`src/selen_pkg.sv`:
```
//##########################################################################
// Shared types and encodings for the execute slice
//##########################################################################

package selen_pkg;

	localparam int xlen = 32;
	localparam int nreg = 32;

	typedef logic [xlen-1:0] word_t;
	typedef logic [4:0] reg_idx_t;
	typedef logic [3:0] alu_op_t;
	typedef logic [2:0] brch_t;

	// Major opcodes of the supported subset
	localparam logic [6:0] opc_op = 7'b0110011;
	localparam logic [6:0] opc_op_imm = 7'b0010011;
	localparam logic [6:0] opc_lui = 7'b0110111;
	localparam logic [6:0] opc_auipc = 7'b0010111;
	localparam logic [6:0] opc_jal = 7'b1101111;
	localparam logic [6:0] opc_branch = 7'b1100011;

	localparam logic [2:0] f3_add_sub = 3'b000;
	localparam logic [2:0] f3_sll = 3'b001;
	localparam logic [2:0] f3_slt = 3'b010;
	localparam logic [2:0] f3_sltu = 3'b011;
	localparam logic [2:0] f3_xor = 3'b100;
	localparam logic [2:0] f3_srl_sra = 3'b101;
	localparam logic [2:0] f3_or = 3'b110;
	localparam logic [2:0] f3_and = 3'b111;

	localparam alu_op_t alu_add = 4'd0;
	localparam alu_op_t alu_sub = 4'd1;
	localparam alu_op_t alu_and = 4'd2;
	localparam alu_op_t alu_or = 4'd3;
	localparam alu_op_t alu_xor = 4'd4;
	localparam alu_op_t alu_slt = 4'd5;
	localparam alu_op_t alu_sltu = 4'd6;
	localparam alu_op_t alu_sll = 4'd7;
	localparam alu_op_t alu_srl = 4'd8;
	localparam alu_op_t alu_sra = 4'd9;
	localparam alu_op_t alu_pass_b = 4'd10;

	// Branch codes follow funct3, the two unused funct3 values carry none and jal
	localparam brch_t brch_beq = 3'b000;
	localparam brch_t brch_bne = 3'b001;
	localparam brch_t brch_none = 3'b010;
	localparam brch_t brch_jal = 3'b011;
	localparam brch_t brch_blt = 3'b100;
	localparam brch_t brch_bge = 3'b101;
	localparam brch_t brch_bltu = 3'b110;
	localparam brch_t brch_bgeu = 3'b111;

	typedef union packed {
		struct packed {
			logic [6:0] funct7;
			reg_idx_t rs2;
			reg_idx_t rs1;
			logic [2:0] funct3;
			reg_idx_t rd;
			logic [6:0] opcode;
		} r_fmt;
		struct packed {
			logic [11:0] imm_11_0;
			reg_idx_t rs1;
			logic [2:0] funct3;
			reg_idx_t rd;
			logic [6:0] opcode;
		} i_fmt;
		struct packed {
			logic imm_12;
			logic [5:0] imm_10_5;
			reg_idx_t rs2;
			reg_idx_t rs1;
			logic [2:0] funct3;
			logic [3:0] imm_4_1;
			logic imm_11;
			logic [6:0] opcode;
		} b_fmt;
		struct packed {
			logic [19:0] imm_31_12;
			reg_idx_t rd;
			logic [6:0] opcode;
		} u_fmt;
		struct packed {
			logic imm_20;
			logic [9:0] imm_10_1;
			logic imm_11;
			logic [7:0] imm_19_12;
			reg_idx_t rd;
			logic [6:0] opcode;
		} j_fmt;
	} instr_u;

endpackage

```
`src/instr_decode.sv`:
```
//##########################################################################
// Instruction decoder
//##########################################################################

`timescale 1ns/1ps

module instr_decode (
	input selen_pkg::instr_u instr,
	input selen_pkg::word_t rs1_data,
	input selen_pkg::word_t rs2_data,
	input selen_pkg::word_t pc_plus4,
	output selen_pkg::reg_idx_t rs1,
	output selen_pkg::reg_idx_t rs2,
	output selen_pkg::reg_idx_t rd,
	output selen_pkg::word_t op_a,
	output selen_pkg::word_t op_b,
	output selen_pkg::alu_op_t alu_op,
	output selen_pkg::brch_t brch,
	output selen_pkg::word_t br_base,
	output selen_pkg::word_t br_offset,
	output logic link,
	output logic we_reg
);
	import selen_pkg::*;

	word_t pc;
	word_t imm;
	logic sel_a_pc;
	logic sel_b_imm;
	logic writes_rd;

	// Subtract only exists in the register form, bit 30 selects sra in both forms
	function automatic alu_op_t alu_decode(input logic [2:0] f3, input logic alt,
			input logic is_reg);
		alu_op_t op;
		op = alu_add;
		case (f3)
			f3_add_sub: op = (is_reg && alt) ? alu_sub : alu_add;
			f3_sll: op = alu_sll;
			f3_slt: op = alu_slt;
			f3_sltu: op = alu_sltu;
			f3_xor: op = alu_xor;
			f3_srl_sra: op = alt ? alu_sra : alu_srl;
			f3_or: op = alu_or;
			f3_and: op = alu_and;
			default: op = alu_add;
		endcase
		return op;
	endfunction

	assign pc = pc_plus4 - word_t'(4);

	// Register indices sit at fixed positions in every format
	assign rs1 = instr.r_fmt.rs1;
	assign rs2 = instr.r_fmt.rs2;
	assign rd = instr.r_fmt.rd;

	always_comb begin
		imm = '0;
		sel_a_pc = 1'b0;
		sel_b_imm = 1'b0;
		writes_rd = 1'b0;
		link = 1'b0;
		alu_op = alu_add;
		brch = brch_none;
		case (instr.r_fmt.opcode)
			opc_op: begin
				alu_op = alu_decode(instr.r_fmt.funct3, instr.r_fmt.funct7[5], 1'b1);
				writes_rd = 1'b1;
			end
			opc_op_imm: begin
				imm = {{20{instr.i_fmt.imm_11_0[11]}}, instr.i_fmt.imm_11_0};
				alu_op = alu_decode(instr.i_fmt.funct3, instr.r_fmt.funct7[5], 1'b0);
				sel_b_imm = 1'b1;
				writes_rd = 1'b1;
			end
			opc_lui: begin
				imm = {instr.u_fmt.imm_31_12, 12'b0};
				alu_op = alu_pass_b;
				sel_b_imm = 1'b1;
				writes_rd = 1'b1;
			end
			opc_auipc: begin
				imm = {instr.u_fmt.imm_31_12, 12'b0};
				sel_a_pc = 1'b1;
				sel_b_imm = 1'b1;
				writes_rd = 1'b1;
			end
			opc_jal: begin
				imm = {{11{instr.j_fmt.imm_20}}, instr.j_fmt.imm_20, instr.j_fmt.imm_19_12,
					instr.j_fmt.imm_11, instr.j_fmt.imm_10_1, 1'b0};
				brch = brch_jal;
				link = 1'b1;
				writes_rd = 1'b1;
			end
			opc_branch: begin
				imm = {{19{instr.b_fmt.imm_12}}, instr.b_fmt.imm_12, instr.b_fmt.imm_11,
					instr.b_fmt.imm_10_5, instr.b_fmt.imm_4_1, 1'b0};
				case (instr.b_fmt.funct3)
					brch_beq, brch_bne, brch_blt, brch_bge, brch_bltu, brch_bgeu:
						brch = instr.b_fmt.funct3;
					default: brch = brch_none;
				endcase
			end
			default: begin
				// Anything else passes through as a no-operation
				writes_rd = 1'b0;
			end
		endcase
	end

	assign op_a = sel_a_pc ? pc : rs1_data;
	assign op_b = sel_b_imm ? imm : rs2_data;
	assign br_base = pc;
	assign br_offset = imm;
	assign we_reg = writes_rd && (rd != '0);

endmodule

```
`src/reg_file.sv`:
```
//##########################################################################
// Integer register file
//##########################################################################

`timescale 1ns/1ps

module reg_file (
	input logic clk,
	input selen_pkg::reg_idx_t rs1,
	input selen_pkg::reg_idx_t rs2,
	output selen_pkg::word_t rs1_data,
	output selen_pkg::word_t rs2_data,
	input selen_pkg::reg_idx_t rd,
	input selen_pkg::word_t wdata,
	input logic we
);
	import selen_pkg::*;

	// x0 has no storage
	word_t regs [1:nreg-1];

	always_ff @(posedge clk) begin
		if (we && rd != '0) begin
			regs[rd] <= wdata;
		end
	end

	// A write in flight is visible to the reads of the same cycle
	assign rs1_data = (rs1 == '0) ? '0 : (we && rd == rs1) ? wdata : regs[rs1];
	assign rs2_data = (rs2 == '0) ? '0 : (we && rd == rs2) ? wdata : regs[rs2];

endmodule

```
`src/reg_exe.sv`:
```
//##########################################################################
// Execute stage pipeline register
//##########################################################################

`timescale 1ns/1ps

module reg_exe (
	input logic clk,
	input logic rst_n,
	input logic stall,
	input logic flush,
	input logic nop_gen,
	input selen_pkg::word_t op_a_in,
	input selen_pkg::word_t op_b_in,
	input selen_pkg::word_t br_base_in,
	input selen_pkg::word_t br_offset_in,
	input selen_pkg::word_t pc_plus4_in,
	input selen_pkg::reg_idx_t rd_in,
	input selen_pkg::alu_op_t alu_op_in,
	input selen_pkg::brch_t brch_in,
	input logic link_in,
	input logic we_reg_in,
	output selen_pkg::word_t op_a_out,
	output selen_pkg::word_t op_b_out,
	output selen_pkg::word_t br_base_out,
	output selen_pkg::word_t br_offset_out,
	output selen_pkg::word_t pc_plus4_out,
	output selen_pkg::reg_idx_t rd_out,
	output selen_pkg::alu_op_t alu_op_out,
	output selen_pkg::brch_t brch_out,
	output logic link_out,
	output logic we_reg_out
);
	import selen_pkg::*;

	word_t op_a_q;
	word_t op_b_q;
	word_t br_base_q;
	word_t br_offset_q;
	word_t pc_plus4_q;
	reg_idx_t rd_q;
	alu_op_t alu_op_q;
	brch_t brch_q;
	logic link_q;
	logic we_reg_q;
	logic nop_q;

	// The nop request follows its input on every edge, stall or not
	always_ff @(posedge clk) begin
		if (!rst_n) begin
			nop_q <= 1'b0;
		end else begin
			nop_q <= nop_gen;
		end
	end

	// Flush wins over stall and leaves a bubble that writes nothing
	always_ff @(posedge clk) begin
		if (!rst_n || flush) begin
			op_a_q <= '0;
			op_b_q <= '0;
			br_base_q <= '0;
			br_offset_q <= '0;
			pc_plus4_q <= '0;
			rd_q <= '0;
			alu_op_q <= alu_add;
			brch_q <= brch_none;
			link_q <= 1'b0;
			we_reg_q <= 1'b0;
		end else if (!stall) begin
			op_a_q <= op_a_in;
			op_b_q <= op_b_in;
			br_base_q <= br_base_in;
			br_offset_q <= br_offset_in;
			pc_plus4_q <= pc_plus4_in;
			rd_q <= rd_in;
			alu_op_q <= alu_op_in;
			brch_q <= brch_in;
			link_q <= link_in;
			we_reg_q <= we_reg_in;
		end
	end

	assign op_a_out = nop_q ? '0 : op_a_q;
	assign op_b_out = nop_q ? '0 : op_b_q;
	assign br_base_out = br_base_q;
	assign br_offset_out = br_offset_q;
	assign pc_plus4_out = pc_plus4_q;
	assign rd_out = rd_q;
	assign alu_op_out = alu_op_q;
	assign brch_out = nop_q ? brch_none : brch_q;
	assign link_out = link_q;
	assign we_reg_out = nop_q ? 1'b0 : we_reg_q;

endmodule

```
`src/alu.sv`:
```
//##########################################################################
// Integer ALU
//##########################################################################

`timescale 1ns/1ps

module alu (
	input selen_pkg::word_t a,
	input selen_pkg::word_t b,
	input selen_pkg::alu_op_t op,
	output selen_pkg::word_t y
);
	import selen_pkg::*;

	logic [4:0] shamt;
	logic lt_s;
	logic lt_u;

	assign shamt = b[4:0];
	assign lt_s = $signed(a) < $signed(b);
	assign lt_u = a < b;

	always_comb begin
		case (op)
			alu_add: y = a + b;
			alu_sub: y = a - b;
			alu_and: y = a & b;
			alu_or: y = a | b;
			alu_xor: y = a ^ b;
			alu_slt: y = {{(xlen-1){1'b0}}, lt_s};
			alu_sltu: y = {{(xlen-1){1'b0}}, lt_u};
			alu_sll: y = a << shamt;
			alu_srl: y = a >> shamt;
			alu_sra: y = word_t'($signed(a) >>> shamt);
			// lui hands its immediate straight through
			alu_pass_b: y = b;
			default: y = '0;
		endcase
	end

endmodule

```
`src/branch_unit.sv`:
```
//##########################################################################
// Branch evaluation
//##########################################################################

`timescale 1ns/1ps

module branch_unit (
	input selen_pkg::word_t rs1_val,
	input selen_pkg::word_t rs2_val,
	input selen_pkg::word_t base,
	input selen_pkg::word_t offset,
	input selen_pkg::brch_t brch,
	output logic taken,
	output selen_pkg::word_t target
);
	import selen_pkg::*;

	logic eq;
	logic lt_s;
	logic lt_u;

	assign eq = rs1_val == rs2_val;
	assign lt_s = $signed(rs1_val) < $signed(rs2_val);
	assign lt_u = rs1_val < rs2_val;

	always_comb begin
		case (brch)
			brch_beq: taken = eq;
			brch_bne: taken = !eq;
			brch_blt: taken = lt_s;
			brch_bge: taken = !lt_s;
			brch_bltu: taken = lt_u;
			brch_bgeu: taken = !lt_u;
			brch_jal: taken = 1'b1;
			default: taken = 1'b0;
		endcase
	end

	assign target = base + offset;

endmodule

```
`src/exe_core.sv`:
```
//##########################################################################
// Decode and execute slice
//##########################################################################

`timescale 1ns/1ps

module exe_core (
	input logic clk,
	input logic rst_n,
	input selen_pkg::instr_u instr,
	input selen_pkg::word_t pc_plus4,
	input logic stall,
	input logic flush,
	input logic nop_gen,
	output selen_pkg::word_t ex_result,
	output selen_pkg::reg_idx_t ex_rd,
	output logic ex_we,
	output logic br_taken,
	output selen_pkg::word_t br_target
);
	import selen_pkg::*;

	reg_idx_t rs1, rs2, rd;
	word_t rs1_data, rs2_data;
	word_t op_a, op_b, br_base, br_offset;
	alu_op_t alu_op;
	brch_t brch;
	logic link, we_reg;

	word_t ex_op_a, ex_op_b, ex_br_base, ex_br_offset, ex_pc_plus4;
	alu_op_t ex_alu_op;
	brch_t ex_brch;
	logic ex_link;
	word_t alu_y;

	instr_decode i_decode (
		.instr(instr), .rs1_data(rs1_data), .rs2_data(rs2_data), .pc_plus4(pc_plus4),
		.rs1(rs1), .rs2(rs2), .rd(rd), .op_a(op_a), .op_b(op_b), .alu_op(alu_op),
		.brch(brch), .br_base(br_base), .br_offset(br_offset), .link(link),
		.we_reg(we_reg)
	);

	// Write port is fed back from the execute result
	reg_file i_rf (
		.clk(clk), .rs1(rs1), .rs2(rs2), .rs1_data(rs1_data), .rs2_data(rs2_data),
		.rd(ex_rd), .wdata(ex_result), .we(ex_we)
	);

	reg_exe i_reg_exe (
		.clk(clk), .rst_n(rst_n), .stall(stall), .flush(flush), .nop_gen(nop_gen),
		.op_a_in(op_a), .op_b_in(op_b), .br_base_in(br_base), .br_offset_in(br_offset),
		.pc_plus4_in(pc_plus4), .rd_in(rd), .alu_op_in(alu_op), .brch_in(brch),
		.link_in(link), .we_reg_in(we_reg),
		.op_a_out(ex_op_a), .op_b_out(ex_op_b), .br_base_out(ex_br_base),
		.br_offset_out(ex_br_offset), .pc_plus4_out(ex_pc_plus4), .rd_out(ex_rd),
		.alu_op_out(ex_alu_op), .brch_out(ex_brch), .link_out(ex_link),
		.we_reg_out(ex_we)
	);

	alu i_alu (
		.a(ex_op_a), .b(ex_op_b), .op(ex_alu_op), .y(alu_y)
	);

	branch_unit i_branch (
		.rs1_val(ex_op_a), .rs2_val(ex_op_b), .base(ex_br_base), .offset(ex_br_offset),
		.brch(ex_brch), .taken(br_taken), .target(br_target)
	);

	// jal writes its return address instead of the ALU value
	assign ex_result = ex_link ? ex_pc_plus4 : alu_y;

endmodule

```
`config.mk`:
```
export PLATFORM = sky130hd
export DESIGN_NAME = exe_core
export DESIGN_NICKNAME = d
export VERILOG_FILES = /design/src/selen_pkg.sv /design/src/instr_decode.sv /design/src/reg_file.sv /design/src/reg_exe.sv /design/src/alu.sv /design/src/branch_unit.sv /design/src/exe_core.sv
export SDC_FILE = /design/constraint.sdc
export NUM_CORES = 2
export LEC_CHECK = 0
export BUFFER_PORTS_ARGS = -buffer_cell sky130_fd_sc_hd__buf_2
export CORE_ASPECT_RATIO = 0.8
export CORE_MARGIN = 1
export CORE_UTILIZATION = 40
export DETAILED_ROUTE_END_ITERATION = 12
export SKIP_CTS_REPAIR_TIMING = 1
export SYNTH_ARGS = -nofsm -noshare
export SYNTH_HDL_FRONTEND = slang
export SYNTH_SLANG_ARGS = --single-unit
```
`constraint.sdc`:
```
create_clock -name clk -period 14.54 [get_ports clk]
set_clock_uncertainty 0.05 [all_clocks]
set_input_delay 0.727 -clock clk [delete_from_list [all_inputs] [get_ports clk]]
set_output_delay 0.727 -clock clk [all_outputs]
set_load 0.02 [all_outputs]
```
==> flow_metrics.env <==
export IMPL_status="finished, violations left"
export IMPL_violations="max-capacitance violations, max-slew violations"
export IMPL_r2r_start="i_reg_exe.op_b_q[3]"
export IMPL_start_util_pct=40.39
export IMPL_post_drt_wl_per_cell_um=37.12
export IMPL_place_gp_congestion=1.055
export IMPL_crit_fanout=46
export IMPL_die_w_um=457.8
export IMPL_syn_to_final_growth_pct=10.61
export IMPL_synthFlopType="edfxtp_1"
export IMPL_track_usage_pct=31.36
export IMPL_synth_mux_area_share_pct=24.39
export IMPL_htreeDepth=3
export IMPL_vias_per_cell=6.811
export IMPL_row_count=133
export IMPL_grt_max_degree=92
export IMPL_async_flop_share_pct=0
export IMPL_final_cell_area_um2=73520
export IMPL_hp_class="in2reg"
export IMPL_reg2reg_slack_ns=8.30
export IMPL_path_class="reg2out"
export IMPL_synth_compound_area_share_pct=10.97
export IMPL_coreArea_um2=164600
export IMPL_yosys_area_top_type="edfxtp_1"
export IMPL_synth_most_common_cell="edfxtp_1"
export IMPL_startpoint_type="flop"
export IMPL_synth_commonest_cells="edfxtp_1 (992), mux4_2 (607), nor2_1 (393)"
export IMPL_worstHoldStart="pc_plus4[0]"
export IMPL_fillCellCount=14648
export IMPL_fin_util_pct=44.67
export IMPL_synth_distinct_cells=109
export IMPL_crit_path_end_kind="primary output"
export IMPL_fin_setup_tns_ns=0
export IMPL_synthTopCellsByArea="edfxtp_1 (45%), mux4_2 (21%), dfxtp_1 (5.2%)"
export IMPL_synth_top_cell_area_share_pct=44.82
export IMPL_path_clk_slew_ns=0.08
export IMPL_drtPass1Iterations=5
export IMPL_min_to="i_reg_exe.br_base_out[0]"
export IMPL_clock_latency_ns=0.78
export IMPL_worstMarginPinSlew_ns=1.540
export IMPL_slew_headroom_pct=-3.735
export IMPL_yosys_warnings=0
export IMPL_final_cell_count_no_fill=7210
export IMPL_antenna_found_initial=22
export IMPL_rsz0062_at_grt="false"
export IMPL_p_leak_uw=0.02513
export IMPL_p_per_area_nw_per_um2=104.5
export IMPL_syn_nets=5122
export IMPL_critPathTopFamily="compound AO/OA/AOI/OAI gates"
export IMPL_path_common_cell="buf_4"
export IMPL_regToRegEndpoint="i_rf.regs[8][26]"
export IMPL_wirelength_um=267600
export IMPL_cts_sinks=1165
export IMPL_drcViolationCount=0
export IMPL_synthCells=4918
export IMPL_clockBufferDepth=3
export IMPL_vias=49107
export IMPL_dp_cells=6989
export IMPL_die_area_um2=167800
export IMPL_clock_fmax_mhz=131.4
export IMPL_whs_path_depth=3
export IMPL_synth_avg_cell_area_um2=13.52
export IMPL_r2r_cells=14
export IMPL_setup_violations=0
export IMPL_cp_cell_sequence="buf_4 -> nand2b_2 -> buf_4 -> ha_1 -> inv_1 -> o221ai_1 -> a211oi_1 -> o211ai_2 -> a211oi_2 -> o21bai_1 -> nor4b_1 -> nor3_1 -> inv_1 -> buf_4 -> buf_2"
export IMPL_first_global_vias=45661
export IMPL_cp_slowest_cell="a211oi_1"
export IMPL_crit_buf_inv=6
export IMPL_maxCapViolCount=1
export IMPL_vdd_ir_drop_max_mv=0.1039
export IMPL_final_nets=5152
export IMPL_drv_slew=2
export IMPL_grt_ovfl_total=0
export IMPL_synth_edf_count=992
export IMPL_die_h_um=366.6
export IMPL_cts_tree="yes"
export IMPL_numPortBuffers=139
export IMPL_drive_gt1_share_pct=23.96
export IMPL_ant_nets=0
export IMPL_synth_seq_cells=1165
export IMPL_grt_pass1_wl_um=370000
export IMPL_yosys_area_share_xor_xnor_pct=0.9883
export IMPL_clockRootBuffer="clkbuf_16"
export IMPL_crit_path_max_incr_delay_ns=0.95
export IMPL_synth_adder_area_share_pct=2.575
export IMPL_hold_viol=0
export IMPL_post_dp_cell_area_um2=69790
export IMPL_io_pins=140
export IMPL_hpwl_um=180700
export IMPL_period_share_pct=52.35
export IMPL_drt_first_iter_violations=8058
export IMPL_worstPathRequired_ns=13.76
export IMPL_syn_area_um2=66470
export IMPL_cts_buffers=116
export IMPL_synth_seq_area_share_pct=50.03
export IMPL_synth_top_family_by_area="multiplexers"
export IMPL_min_period_ns=7.611
export IMPL_cp_data_arrival_time_ns=6.83
export IMPL_yosys_area_share_simple_pct=7.522
## where the power goes
part           internal, µW  leakage [µW]  switching [µW]
sequential             3670        0.0105            35.4
clock                  1610       0.00179            1360
combinational           351        0.0128             662
total                  5630        0.0251            2050
## state kept, by name, indices dropped and copies added (netlist names)
register,cells
i_reg_exe.rd_out,5
i_reg_exe.pc_plus4_out,30
i_reg_exe.op_b_q,32
i_reg_exe.nop_q,1
i_reg_exe.alu_op_out,4
i_reg_exe.br_base_out,32
i_rf.regs,992
i_reg_exe.link_out,1
i_reg_exe.br_offset_out,32
i_reg_exe.op_a_q,32
i_reg_exe.we_reg_q,1
i_reg_exe.brch_q,3
## per-layer routing
layer | vias to the layer above | wire length, µm | GRT usage, %
li1 | 19794 | - | -
met1 | 25643 | 114500 | 47.98
met2 | 3280 | 111300 | 43.57
met3 | 380 | 33670 | 7.825
met4 | 10 | 8104 | 8.961
met5 | - | 63 | 0
## final cells by class
| cell class | count | area, µm² | area share, % |
|---|---|---|---|
| sequential | 1165 | 33260 | 45.24 |
| multi-input combinational | 3212 | 31230 | 42.47 |
| clock buffer | 149 | 3164 | 4.304 |
| tap | 2160 | 2703 | 3.676 |
| timing repair buffer | 306 | 2054 | 2.794 |
| inverter | 147 | 551.8 | 0.7505 |
| clock inverter | 62 | 535.5 | 0.7283 |
| antenna | 9 | 22.52 | 0.03063 |
## worst max path at each step
stage	start	endpoint	cells past startpoint
CTS	i_reg_exe.nop_q	ex_result[24]	12
global route	i_reg_exe.op_b_q[3]	ex_result[24]	13
detailed placement	i_reg_exe.nop_q	ex_result[24]	12
global placement	i_reg_exe.nop_q	ex_result[26]	14
floorplan	i_reg_exe.nop_q	ex_result[28]	20
finish	i_reg_exe.op_b_q[3]	ex_result[26]	15
## cell usage in the layout (no fill, tap or decap), types with 101 or more instances in the layout
cell type	count
a21oi_1	303
buf_2	128
buf_4	169
clkbuf_16	120
dfxtp_1	167
edfxtp_1	992
ha_1	132
inv_1	141
mux2i_1	226
mux4_2	607
nand2_1	251
nor2_1	361
nor3_1	101
o21ai_0	146
## worst register-to-register path, stage by stage (launching register included)
cell	delay [ns]
dfxtp_1	0.32
buf_4	0.44
nand2b_2	0.51
buf_4	0.40
ha_1	0.46
inv_1	0.11
o221ai_1	0.22
a211oi_1	0.95
o211ai_2	0.37
a211oi_2	0.52
o21bai_1	0.25
nor4b_1	0.20
nor3_1	0.69
inv_1	0.11
buf_4	0.27
## cells by family after synthesis
| kind of cell | after synthesis |
|---|---|
| AO/OA/AOI/OAI | 1073 |
| flip-flops | 1165 |
| adder cells (fa/ha/maj) | 135 |
| XOR/XNOR | 75 |
| multiplexers | 855 |
| buffers and inverters | 541 |
| AND/OR/NAND/NOR | 1074 |
## stage by stage
stage	hold slack (ns)	setup WS [ns]	total power, µW
finish	0.1949	6.929	7687
global route	0.1950	6.800	7887
CTS	0.1360	7.226	7701
detailed placement	0.4096	8.067	4763
global placement	0.4079	8.129	4761
floorplan	0.3947	8.044	4380
Note: power is estimated with default switching activity, not from simulation.
